`src/include/rv32_opcodes.svh`:
```
`ifndef RV32_OPCODES_SVH
`define RV32_OPCODES_SVH

// major opcodes of the kept instruction groups
`define OP_LUI    7'b0110111
`define OP_AUIPC  7'b0010111
`define OP_JAL    7'b1101111
`define OP_IMM    7'b0010011
`define OP_REG    7'b0110011

// funct3 of srli/srai, the only imm op that reads funct7
`define F3_SR     3'b101

// funct7 bit positions
// bit 0 marks the M extension, bit 5 selects sub/sra/srai
`define F7_M_BIT    0
`define F7_ALT_BIT  5

`endif

```
`src/hdl/rv32_dispatch_pkg.sv`:
```
`default_nettype none

`include "rv32_opcodes.svh"

package rv32_dispatch_pkg;

    localparam int XLEN       = 32;
    localparam int REG_ADDR_W = 5;
    // 16 reorder-buffer entries
    localparam int ROB_IDX_W  = 4;

    localparam logic [6:0] OPC_LUI   = `OP_LUI;
    localparam logic [6:0] OPC_AUIPC = `OP_AUIPC;
    localparam logic [6:0] OPC_JAL   = `OP_JAL;
    localparam logic [6:0] OPC_IMM   = `OP_IMM;
    localparam logic [6:0] OPC_REG   = `OP_REG;
    localparam logic [2:0] F3_SR     = `F3_SR;
    localparam int         F7_M_IDX   = `F7_M_BIT;
    localparam int         F7_ALT_IDX = `F7_ALT_BIT;

    // destination of the head instruction
    typedef enum logic [1:0] {
        CLS_ROB_ONLY,
        CLS_ALU,
        CLS_MULDIV,
        CLS_HOLD
    } disp_class_e;

    typedef struct packed {
        disp_class_e           cls;
        logic [2:0]            funct3;
        logic                  funct7_b;
        logic [REG_ADDR_W-1:0] rs1;
        logic [REG_ADDR_W-1:0] rs2;
        logic [REG_ADDR_W-1:0] rd;
        logic                  uses_rs2;
        logic [XLEN-1:0]       imm;
        // result already known at decode for lui, auipc, jal
        logic [XLEN-1:0]       early_rd_v;
    } decoded_t;

    typedef struct packed {
        logic                 valid;
        logic [2:0]           funct3;
        logic                 funct7;
        logic                 rs1_renamed;
        logic [XLEN-1:0]      rs1_data;
        logic                 rs2_renamed;
        logic [XLEN-1:0]      rs2_data;
        logic [ROB_IDX_W-1:0] rob_id;
    } rs_entry_t;

    typedef struct packed {
        logic                  valid;
        logic                  rd_valid;
        logic [XLEN-1:0]       rd_v;
        logic                  regf_we;
        logic [REG_ADDR_W-1:0] rd_s;
    } rob_entry_t;

endpackage

`default_nettype wire

```
`src/hdl/inst_decoder.sv`:
```
`timescale 1ns/10ps
`default_nettype none

module inst_decoder (
    input  logic [rv32_dispatch_pkg::XLEN-1:0] inst_i,
    input  logic [rv32_dispatch_pkg::XLEN-1:0] pc_i,
    output rv32_dispatch_pkg::decoded_t        dec_o
);

    import rv32_dispatch_pkg::*;

    logic [6:0]      opcode;
    logic [2:0]      funct3;
    logic [6:0]      funct7;
    logic [XLEN-1:0] i_imm;
    logic [XLEN-1:0] u_imm;

    assign opcode = inst_i[6:0];
    assign funct3 = inst_i[14:12];
    assign funct7 = inst_i[31:25];

    // sign-extended I-immediate, upper U-immediate
    assign i_imm = {{(XLEN-11){inst_i[31]}}, inst_i[30:20]};
    assign u_imm = {inst_i[31:12], 12'h000};

    always_comb begin
        dec_o            = '0;
        dec_o.cls        = CLS_HOLD;
        dec_o.funct3     = funct3;
        dec_o.rs1        = inst_i[19:15];
        dec_o.rs2        = inst_i[24:20];
        dec_o.rd         = inst_i[11:7];
        dec_o.imm        = i_imm;
        dec_o.uses_rs2   = 1'b0;
        dec_o.funct7_b   = 1'b0;
        dec_o.early_rd_v = '0;

        case (opcode)
            OPC_LUI: begin
                dec_o.cls        = CLS_ROB_ONLY;
                dec_o.early_rd_v = u_imm;
            end

            OPC_AUIPC: begin
                dec_o.cls        = CLS_ROB_ONLY;
                dec_o.early_rd_v = pc_i + u_imm;
            end

            // jal completes here, only the link value is written
            OPC_JAL: begin
                dec_o.cls        = CLS_ROB_ONLY;
                dec_o.early_rd_v = pc_i + 32'd4;
            end

            OPC_IMM: begin
                dec_o.cls = CLS_ALU;
                // srai vs srli
                if (funct3 == F3_SR) begin
                    dec_o.funct7_b = funct7[F7_ALT_IDX];
                end
            end

            OPC_REG: begin
                dec_o.uses_rs2 = 1'b1;
                if (funct7[F7_M_IDX]) begin
                    dec_o.cls = CLS_MULDIV;
                end else begin
                    dec_o.cls      = CLS_ALU;
                    dec_o.funct7_b = funct7[F7_ALT_IDX];
                end
            end

            // loads, stores, branches, jalr, system: stay in the queue
            default: begin
                dec_o.cls = CLS_HOLD;
            end
        endcase
    end

endmodule

`default_nettype wire

```
`src/hdl/dispatch_ctrl.sv`:
```
`timescale 1ns/10ps
`default_nettype none

module dispatch_ctrl (
    input  rv32_dispatch_pkg::decoded_t                    dec_i,
    input  logic                                           inst_empty_i,
    input  logic                                           rob_full_i,
    input  logic                                           rs_alu_full_i,
    input  logic                                           rs_muldiv_full_i,
    input  logic [rv32_dispatch_pkg::ROB_IDX_W-1:0]        rob_tail_i,
    input  logic                                           rs1_renamed_i,
    input  logic [rv32_dispatch_pkg::XLEN-1:0]             rs1_v_i,
    input  logic                                           rs2_renamed_i,
    input  logic [rv32_dispatch_pkg::XLEN-1:0]             rs2_v_i,
    output logic [rv32_dispatch_pkg::REG_ADDR_W-1:0]       rs1_s_o,
    output logic [rv32_dispatch_pkg::REG_ADDR_W-1:0]       rs2_s_o,
    output logic                                           inst_dequeue_o,
    output logic                                           reg_r_o,
    output logic [rv32_dispatch_pkg::REG_ADDR_W-1:0]       rd_r_o,
    output logic [rv32_dispatch_pkg::ROB_IDX_W-1:0]        rob_r_o,
    output rv32_dispatch_pkg::rs_entry_t                   rs_entry_o,
    output rv32_dispatch_pkg::rob_entry_t                  rob_entry_o,
    output logic                                           go_rob_o,
    output logic                                           go_alu_o,
    output logic                                           go_muldiv_o
);

    import rv32_dispatch_pkg::*;

    logic            target_full;
    logic            go;
    logic            to_station;
    logic            rs1_renamed_sel;
    logic            rs2_renamed_sel;
    logic [XLEN-1:0] rs1_data_sel;
    logic [XLEN-1:0] rs2_data_sel;

    // only the station the instruction needs can stall it
    always_comb begin
        case (dec_i.cls)
            CLS_ROB_ONLY: target_full = 1'b0;
            CLS_ALU:      target_full = rs_alu_full_i;
            CLS_MULDIV:   target_full = rs_muldiv_full_i;
            default:      target_full = 1'b1;
        endcase
    end

    assign go         = !inst_empty_i && !rob_full_i && !target_full;
    assign to_station = (dec_i.cls == CLS_ALU) || (dec_i.cls == CLS_MULDIV);

    assign inst_dequeue_o = go;
    assign go_rob_o       = go;
    assign go_alu_o       = go && (dec_i.cls == CLS_ALU);
    assign go_muldiv_o    = go && (dec_i.cls == CLS_MULDIV);

    // register file lookup is same-cycle
    assign rs1_s_o = dec_i.rs1;
    assign rs2_s_o = dec_i.rs2;

    // rename table write, x0 is never renamed
    assign reg_r_o = go && (dec_i.rd != '0);
    assign rd_r_o  = dec_i.rd;
    assign rob_r_o = rob_tail_i;

    // x0 reads as a ready zero
    always_comb begin
        if (dec_i.rs1 == '0) begin
            rs1_renamed_sel = 1'b0;
            rs1_data_sel    = '0;
        end else begin
            rs1_renamed_sel = rs1_renamed_i;
            rs1_data_sel    = rs1_v_i;
        end

        if (!dec_i.uses_rs2) begin
            // immediate takes the rs2 slot
            rs2_renamed_sel = 1'b0;
            rs2_data_sel    = dec_i.imm;
        end else if (dec_i.rs2 == '0) begin
            rs2_renamed_sel = 1'b0;
            rs2_data_sel    = '0;
        end else begin
            rs2_renamed_sel = rs2_renamed_i;
            rs2_data_sel    = rs2_v_i;
        end
    end

    always_comb begin
        rs_entry_o = '0;
        if (to_station) begin
            rs_entry_o.valid       = 1'b1;
            rs_entry_o.funct3      = dec_i.funct3;
            rs_entry_o.funct7      = dec_i.funct7_b;
            rs_entry_o.rs1_renamed = rs1_renamed_sel;
            rs_entry_o.rs1_data    = rs1_data_sel;
            rs_entry_o.rs2_renamed = rs2_renamed_sel;
            rs_entry_o.rs2_data    = rs2_data_sel;
            rs_entry_o.rob_id      = rob_tail_i;
        end
    end

    always_comb begin
        rob_entry_o = '0;
        if (dec_i.cls != CLS_HOLD) begin
            // lui/auipc/jal enter the ROB already complete
            rob_entry_o.valid    = (dec_i.cls == CLS_ROB_ONLY);
            rob_entry_o.rd_valid = (dec_i.cls == CLS_ROB_ONLY);
            rob_entry_o.rd_v     = dec_i.early_rd_v;
            rob_entry_o.regf_we  = 1'b1;
            rob_entry_o.rd_s     = dec_i.rd;
        end
    end

endmodule

`default_nettype wire

```
`src/hdl/dispatch_stage.sv`:
```
`timescale 1ns/10ps
`default_nettype none

module dispatch_stage (
    input  logic                          clk,
    input  logic                          rst_i,
    input  rv32_dispatch_pkg::rs_entry_t  rs_entry_i,
    input  rv32_dispatch_pkg::rob_entry_t rob_entry_i,
    input  logic                          go_rob_i,
    input  logic                          go_alu_i,
    input  logic                          go_muldiv_i,
    output rv32_dispatch_pkg::rs_entry_t  rs_entry_o,
    output rv32_dispatch_pkg::rob_entry_t rob_entry_o,
    output logic                          rob_enqueue_o,
    output logic                          rs_alu_enqueue_o,
    output logic                          rs_muldiv_enqueue_o
);

    import rv32_dispatch_pkg::*;

    rs_entry_t  rs_entry_q;
    rob_entry_t rob_entry_q;

    // strobes follow the go signals with one cycle of delay
    always_ff @(posedge clk) begin
        if (rst_i) begin
            rob_enqueue_o       <= 1'b0;
            rs_alu_enqueue_o    <= 1'b0;
            rs_muldiv_enqueue_o <= 1'b0;
        end else begin
            rob_enqueue_o       <= go_rob_i;
            rs_alu_enqueue_o    <= go_alu_i;
            rs_muldiv_enqueue_o <= go_muldiv_i;
        end
    end

    // entries hold their value while nothing is dispatched
    always_ff @(posedge clk) begin
        if (rst_i) begin
            rs_entry_q  <= '0;
            rob_entry_q <= '0;
        end else if (go_rob_i || go_alu_i || go_muldiv_i) begin
            rs_entry_q  <= rs_entry_i;
            rob_entry_q <= rob_entry_i;
        end
    end

    assign rs_entry_o  = rs_entry_q;
    assign rob_entry_o = rob_entry_q;

endmodule

`default_nettype wire

```
`src/hdl/decode_dispatch.sv`:
```
`timescale 1ns/10ps
`default_nettype none

module decode_dispatch (
    input  logic                                     clk,
    input  logic                                     rst_i,
    // instruction queue
    input  logic [rv32_dispatch_pkg::XLEN-1:0]       inst_i,
    input  logic [rv32_dispatch_pkg::XLEN-1:0]       pc_i,
    input  logic                                     inst_empty_i,
    output logic                                     inst_dequeue_o,
    // consumers
    input  logic                                     rob_full_i,
    input  logic                                     rs_alu_full_i,
    input  logic                                     rs_muldiv_full_i,
    input  logic [rv32_dispatch_pkg::ROB_IDX_W-1:0]  rob_tail_i,
    output rv32_dispatch_pkg::rs_entry_t             rs_entry_o,
    output rv32_dispatch_pkg::rob_entry_t            rob_entry_o,
    output logic                                     rob_enqueue_o,
    output logic                                     rs_alu_enqueue_o,
    output logic                                     rs_muldiv_enqueue_o,
    // register file and rename table
    output logic [rv32_dispatch_pkg::REG_ADDR_W-1:0] rs1_s_o,
    output logic [rv32_dispatch_pkg::REG_ADDR_W-1:0] rs2_s_o,
    input  logic                                     rs1_renamed_i,
    input  logic [rv32_dispatch_pkg::XLEN-1:0]       rs1_v_i,
    input  logic                                     rs2_renamed_i,
    input  logic [rv32_dispatch_pkg::XLEN-1:0]       rs2_v_i,
    output logic                                     reg_r_o,
    output logic [rv32_dispatch_pkg::REG_ADDR_W-1:0] rd_r_o,
    output logic [rv32_dispatch_pkg::ROB_IDX_W-1:0]  rob_r_o
);

    import rv32_dispatch_pkg::*;

    decoded_t   dec;
    rs_entry_t  rs_entry_d;
    rob_entry_t rob_entry_d;
    logic       go_rob;
    logic       go_alu;
    logic       go_muldiv;

    inst_decoder u_decoder (
        .inst_i (inst_i),
        .pc_i   (pc_i),
        .dec_o  (dec)
    );

    dispatch_ctrl u_ctrl (
        .dec_i            (dec),
        .inst_empty_i     (inst_empty_i),
        .rob_full_i       (rob_full_i),
        .rs_alu_full_i    (rs_alu_full_i),
        .rs_muldiv_full_i (rs_muldiv_full_i),
        .rob_tail_i       (rob_tail_i),
        .rs1_renamed_i    (rs1_renamed_i),
        .rs1_v_i          (rs1_v_i),
        .rs2_renamed_i    (rs2_renamed_i),
        .rs2_v_i          (rs2_v_i),
        .rs1_s_o          (rs1_s_o),
        .rs2_s_o          (rs2_s_o),
        .inst_dequeue_o   (inst_dequeue_o),
        .reg_r_o          (reg_r_o),
        .rd_r_o           (rd_r_o),
        .rob_r_o          (rob_r_o),
        .rs_entry_o       (rs_entry_d),
        .rob_entry_o      (rob_entry_d),
        .go_rob_o         (go_rob),
        .go_alu_o         (go_alu),
        .go_muldiv_o      (go_muldiv)
    );

    // one register stage between decode and the stations
    dispatch_stage u_stage (
        .clk                 (clk),
        .rst_i               (rst_i),
        .rs_entry_i          (rs_entry_d),
        .rob_entry_i         (rob_entry_d),
        .go_rob_i            (go_rob),
        .go_alu_i            (go_alu),
        .go_muldiv_i         (go_muldiv),
        .rs_entry_o          (rs_entry_o),
        .rob_entry_o         (rob_entry_o),
        .rob_enqueue_o       (rob_enqueue_o),
        .rs_alu_enqueue_o    (rs_alu_enqueue_o),
        .rs_muldiv_enqueue_o (rs_muldiv_enqueue_o)
    );

endmodule

`default_nettype wire

```
`config.mk`:
```
export PLATFORM = sky130hd
export DESIGN_NAME = decode_dispatch
export DESIGN_NICKNAME = d
export VERILOG_FILES = /design/src/hdl/rv32_dispatch_pkg.sv /design/src/hdl/inst_decoder.sv /design/src/hdl/dispatch_ctrl.sv /design/src/hdl/dispatch_stage.sv /design/src/hdl/decode_dispatch.sv
export VERILOG_INCLUDE_DIRS = /design/src /design/src/include
export SDC_FILE = /design/constraint.sdc
export NUM_CORES = 1
export LEC_CHECK = 0
export BUFFER_PORTS_ARGS = -buffer_cell sky130_fd_sc_hd__buf_2
export CAP_MARGIN = 40
export CORE_MARGIN = 3
export CORE_UTILIZATION = 33
export DETAILED_ROUTE_END_ITERATION = 8
export PLACE_DENSITY = 0.69
export SYNTH_ARGS = -nofsm -noshare
export SYNTH_HDL_FRONTEND = slang
export SYNTH_SLANG_ARGS = --single-unit
```
`constraint.sdc`:
```
create_clock -name clk -period 2.9 [get_ports clk]
set_input_delay 0.435 -clock clk [delete_from_list [all_inputs] [get_ports clk]]
set_output_delay 0.435 -clock clk [all_outputs]
set_load 0.01 [all_outputs]
```
==> run_results.csv <==
group,metric,value,unit
status,outcome,"complete, no violations",
worst_setup_path,r2r_end,"u_stage.rob_entry_o[37]",
routing,dr.first_iter.drc_count,431,
clock_network,cts_tree,"done",
clock_network,postCtsSetupRepairBufs,0,
place,dpl.hpwl,17800,microns
sta,max-slew-margin-rel,61.9,%
sta,rsz0062_at_grt,"no",
worst_setup_path,setup.worst_path.end,"reg_r_o",
worst_setup_path,cp-start-kind,"primary input",
sta,drv_slew,0,
die,die-area,0.0215,sq mm
worst_setup_path,worstPathRequired,2470,ps
pwr,clockPowerShare,50.3,%
pwr,power_frac_seq,37.9,%
clock_network,cts_buffer_depth,2,
routing,drc_errors,0,
cells_and_area,final_area,0.00870,sq mm
die,die_x,147,microns
worst_setup_path,crit_type,"primary input to primary output",
sta,max_freq,378,MHz
clock_network,holdBufCountCts,0,
routing,wl_per_cell,17.9,microns
sta,hold_viol,0,
worst_setup_path,r2r_setup_slack,1930,ps
clock_network,h-tree-depth,4,
cells_and_area,num-nets-final,1225,
place,gp_congestion,0.880,
synthesis,synth-main-ff-cell,"dfxtp_1",
synthesis,yosysSeqAreaShare,35.8,%
routing,drt.antenna.violating_nets,0,
clock_network,clkLatencyLatePin,410,ps
worst_hold_path,hp-start,"rs1_v_i[30]",
die,initial_core_util,34.3,%
job,max_cap_violations,0,
pwr,peakVddDrop,0.378,mV
place,placed_area,0.00810,sq mm
worst_setup_path,critical-path-slowest-cell,"or4_1",
routing,drt_wl_total,23900,microns
global_route,grt_max_degree,99,
synthesis,syn-num-nets,973,
synthesis,yosys_warnings,0,
pwr,p_sw,1.11,mW
pwr,p_int,3.14,mW
synthesis,synth_area,0.00654,sq mm
clock_network,clk_pin_slew,60,ps
worst_setup_path,cp-end-kind,"primary output",
synthesis,synth_edf_count,0,
global_route,grt-ovfl-total,0,
sta,period_share,91.2,%
sta,skew,0,ps
synthesis,synth_cells,812,
cells_and_area,final_common_cell,"buf_2",
synthesis,ys_types,65,
global_route,antenna_found_initial,2,
cells_and_area,layoutNonFillerInstCount,1338,
clock_network,clockRootBuffer,"clkbuf_16",
global_route,grt_usage,21.4,%
pwr,p_leak,3.88,nW
pwr,finalPower,4.25,mW
synthesis,synth_top_area_share,35.8,%
routing,firstDrtPassIters,8,
worst_setup_path,crit_start,"inst_i[6]",
worst_setup_path,r2r_cells,4,
synthesis,yosysTopAreaCell,"dfxtp_1",
sta,finalSetupViolCount,0,
die,die_h,147,microns
synthesis,avgSynthCellArea,8.05,sq um
cells_and_area,layout-drive-gt1-share,32.9,%
global_route,grt_pass1_vias,6611,
clock_network,cts_made_buffers,17,
die,ios,279,
worst_setup_path,cp_max_fo,98,
cells_and_area,n_fill_cell,1924,
worst_setup_path,worstPathArrival,2210,ps
sta,fin_crit,2650,ps
sta,hold_ws,253,ps
clock_network,cts-resized-gates,0,
global_route,grt_pass1_wl,36700,microns
worst_hold_path,hold_path_class,"primary input to flop",
routing,vias_per_cell,5.32,
worst_setup_path,r2r-start,"u_stage.rob_entry_o[37]",
cells_and_area,area_growth,33.0,%
synthesis,synth_area_leaders,"dfxtp_1 36%, a22oi_1 8.7%, nor2_1 6.8%, a21oi_1 4.3%, nand2_1 4.1%",
sta,timing.setup.tns,0,ps
place,dpl.cell_count,1305,
die,coreArea,0.0191,sq mm
pwr,p_per_area,488,mW/mm^2
worst_hold_path,hold_path_depth,3,
cells_and_area,final_cell_mix,"277 x buf_2, 119 x nor2_1, 117 x dfxtp_1, 76 x a22oi_1, 71 x nand2_1",
place,portBuffers,278,
synthesis,synth-seq-cells,117,
worst_setup_path,critPathMaxStageDelay,680,ps
synthesis,synthArstFlopShare,0,%
routing,routed-via-count,7119,
sta,worst_slew_pin_slew,571,ps
pwr,swShare,26.1,%
worst_setup_path,cpMostUsedCell,"buf_2",
pwr,pwr-share-comb,11.8,%
worst_setup_path,worstPathCellList,"buf_2, or4_1, o221ai_4, buf_12, a21oi_1, buf_2",
die,rows,50,
clock_network,cts.sinks,117,
-- how the worst min path moves through the flow --
stage / endpoint / slack, ps
3_3_place_gp: u_stage.rs_entry_o[2] / 440
4_1_cts: u_stage.rs_entry_o[62] / 240
2_1_floorplan: u_stage.rob_entry_o[6] / 480
3_5_place_dp: u_stage.rob_entry_o[7] / 440
5_1_grt: u_stage.rs_entry_o[52] / 240
6_report: u_stage.rs_entry_o[67] / 250
-- cells in the mapped netlist, types with 3 or more instances --
| library cell | n |
|---|---|
| nand2_1 | 71 |
| a222oi_1 | 3 |
| dfxtp_1 | 117 |
| or4_1 | 3 |
| and4_1 | 7 |
| or3_1 | 4 |
| a211o_1 | 3 |
| clkbuf_1 | 31 |
| nor2_1 | 119 |
| xor2_1 | 11 |
| buf_2 | 16 |
| a31oi_1 | 3 |
| mux2i_1 | 7 |
| a211oi_2 | 3 |
| nor3_1 | 24 |
| buf_4 | 27 |
| nor2b_1 | 4 |
| a211oi_1 | 9 |
| xnor2_1 | 18 |
| nand4_1 | 8 |
| and3_1 | 13 |
| a21oi_1 | 56 |
| o21ai_0 | 34 |
| and2_1 | 3 |
| inv_1 | 9 |
| a22o_1 | 3 |
| ha_1 | 20 |
| nand3_1 | 23 |
| o211ai_1 | 3 |
| o2111ai_1 | 3 |
| o22ai_1 | 4 |
| a22oi_1 | 76 |
| a32oi_1 | 3 |
| a21o_1 | 28 |
| o31ai_1 | 3 |
-- final cells by class --
type / instances / area (sq um) / share of cell area, %
Antenna cell: 1 / 2.50 / 0.0288
Tap cell: 260 / 325 / 3.74
Clock inverter: 13 / 148 / 1.70
Sequential cell: 117 / 2340 / 26.9
Multi-Input combinational cell: 608 / 3750 / 43.1
Timing Repair Buffer: 309 / 1640 / 18.9
Inverter: 11 / 41.3 / 0.475
Clock buffer: 19 / 453 / 5.21
-- cell families (layout without fill, tap and decap cells) --
group,count (synthesis),count (layout),share of synthesized area [%]
buf+inv,87,352,7.08
compound gates,257,257,27.2
flops,117,117,35.8
mux,7,7,1.07
simple gates,294,294,20.8
fa+ha+maj,21,21,4.13
xor+xnor,29,29,3.88
other cells,0,1,0
-- per-stage QoR --
stage / utilization [%] / setup slack (ps)
after floorplan: - / 498
after global placement: 42.4 / 247
after detailed placement: 42.4 / 189
after CTS: 45.6 / 247
after global routing: 45.6 / 151
final: 45.6 / 254
-- registers in the layout, indices dropped and copies added, names as in the netlist --
| name | count |
|---|---|
| u_stage.rob_enqueue_o | 1 |
| u_stage.rob_entry_o | 39 |
| u_stage.rs_alu_enqueue_o | 1 |
| u_stage.rs_entry_o | 75 |
| u_stage.rs_muldiv_enqueue_o | 1 |
-- layer usage --
| metal | track usage [%] | part of all wire (%) | wire length [microns] |
|---|---|---|---|
| met1 | 28.8 | 44 | 10500 |
| met2 | 33.3 | 46 | 10900 |
| met3 | 4.81 | 7.3 | 1760 |
| met4 | 8.61 | 2.9 | 688 |
| met5 | 0 | 0.029 | 7 |
-- worst max-delay path: cells and delay by family --
kind,cells,cell delay (ps)
buffers and inverters,3,700
and+or+nand+nor,1,680
AOI/OAI and AO/OA,2,370
-- power by group through the flow --
stage               clock network (mW)  logic (mW)  registers (mW)
detailed placement                   0       0.498            1.64
finish                            2.14       0.503            1.61
global placement                     0       0.493            1.64
floorplan                            0       0.288            1.65
global route                      2.26       0.554            1.61
CTS                               2.18       0.501            1.61
(Power assumes the default switching activity.)
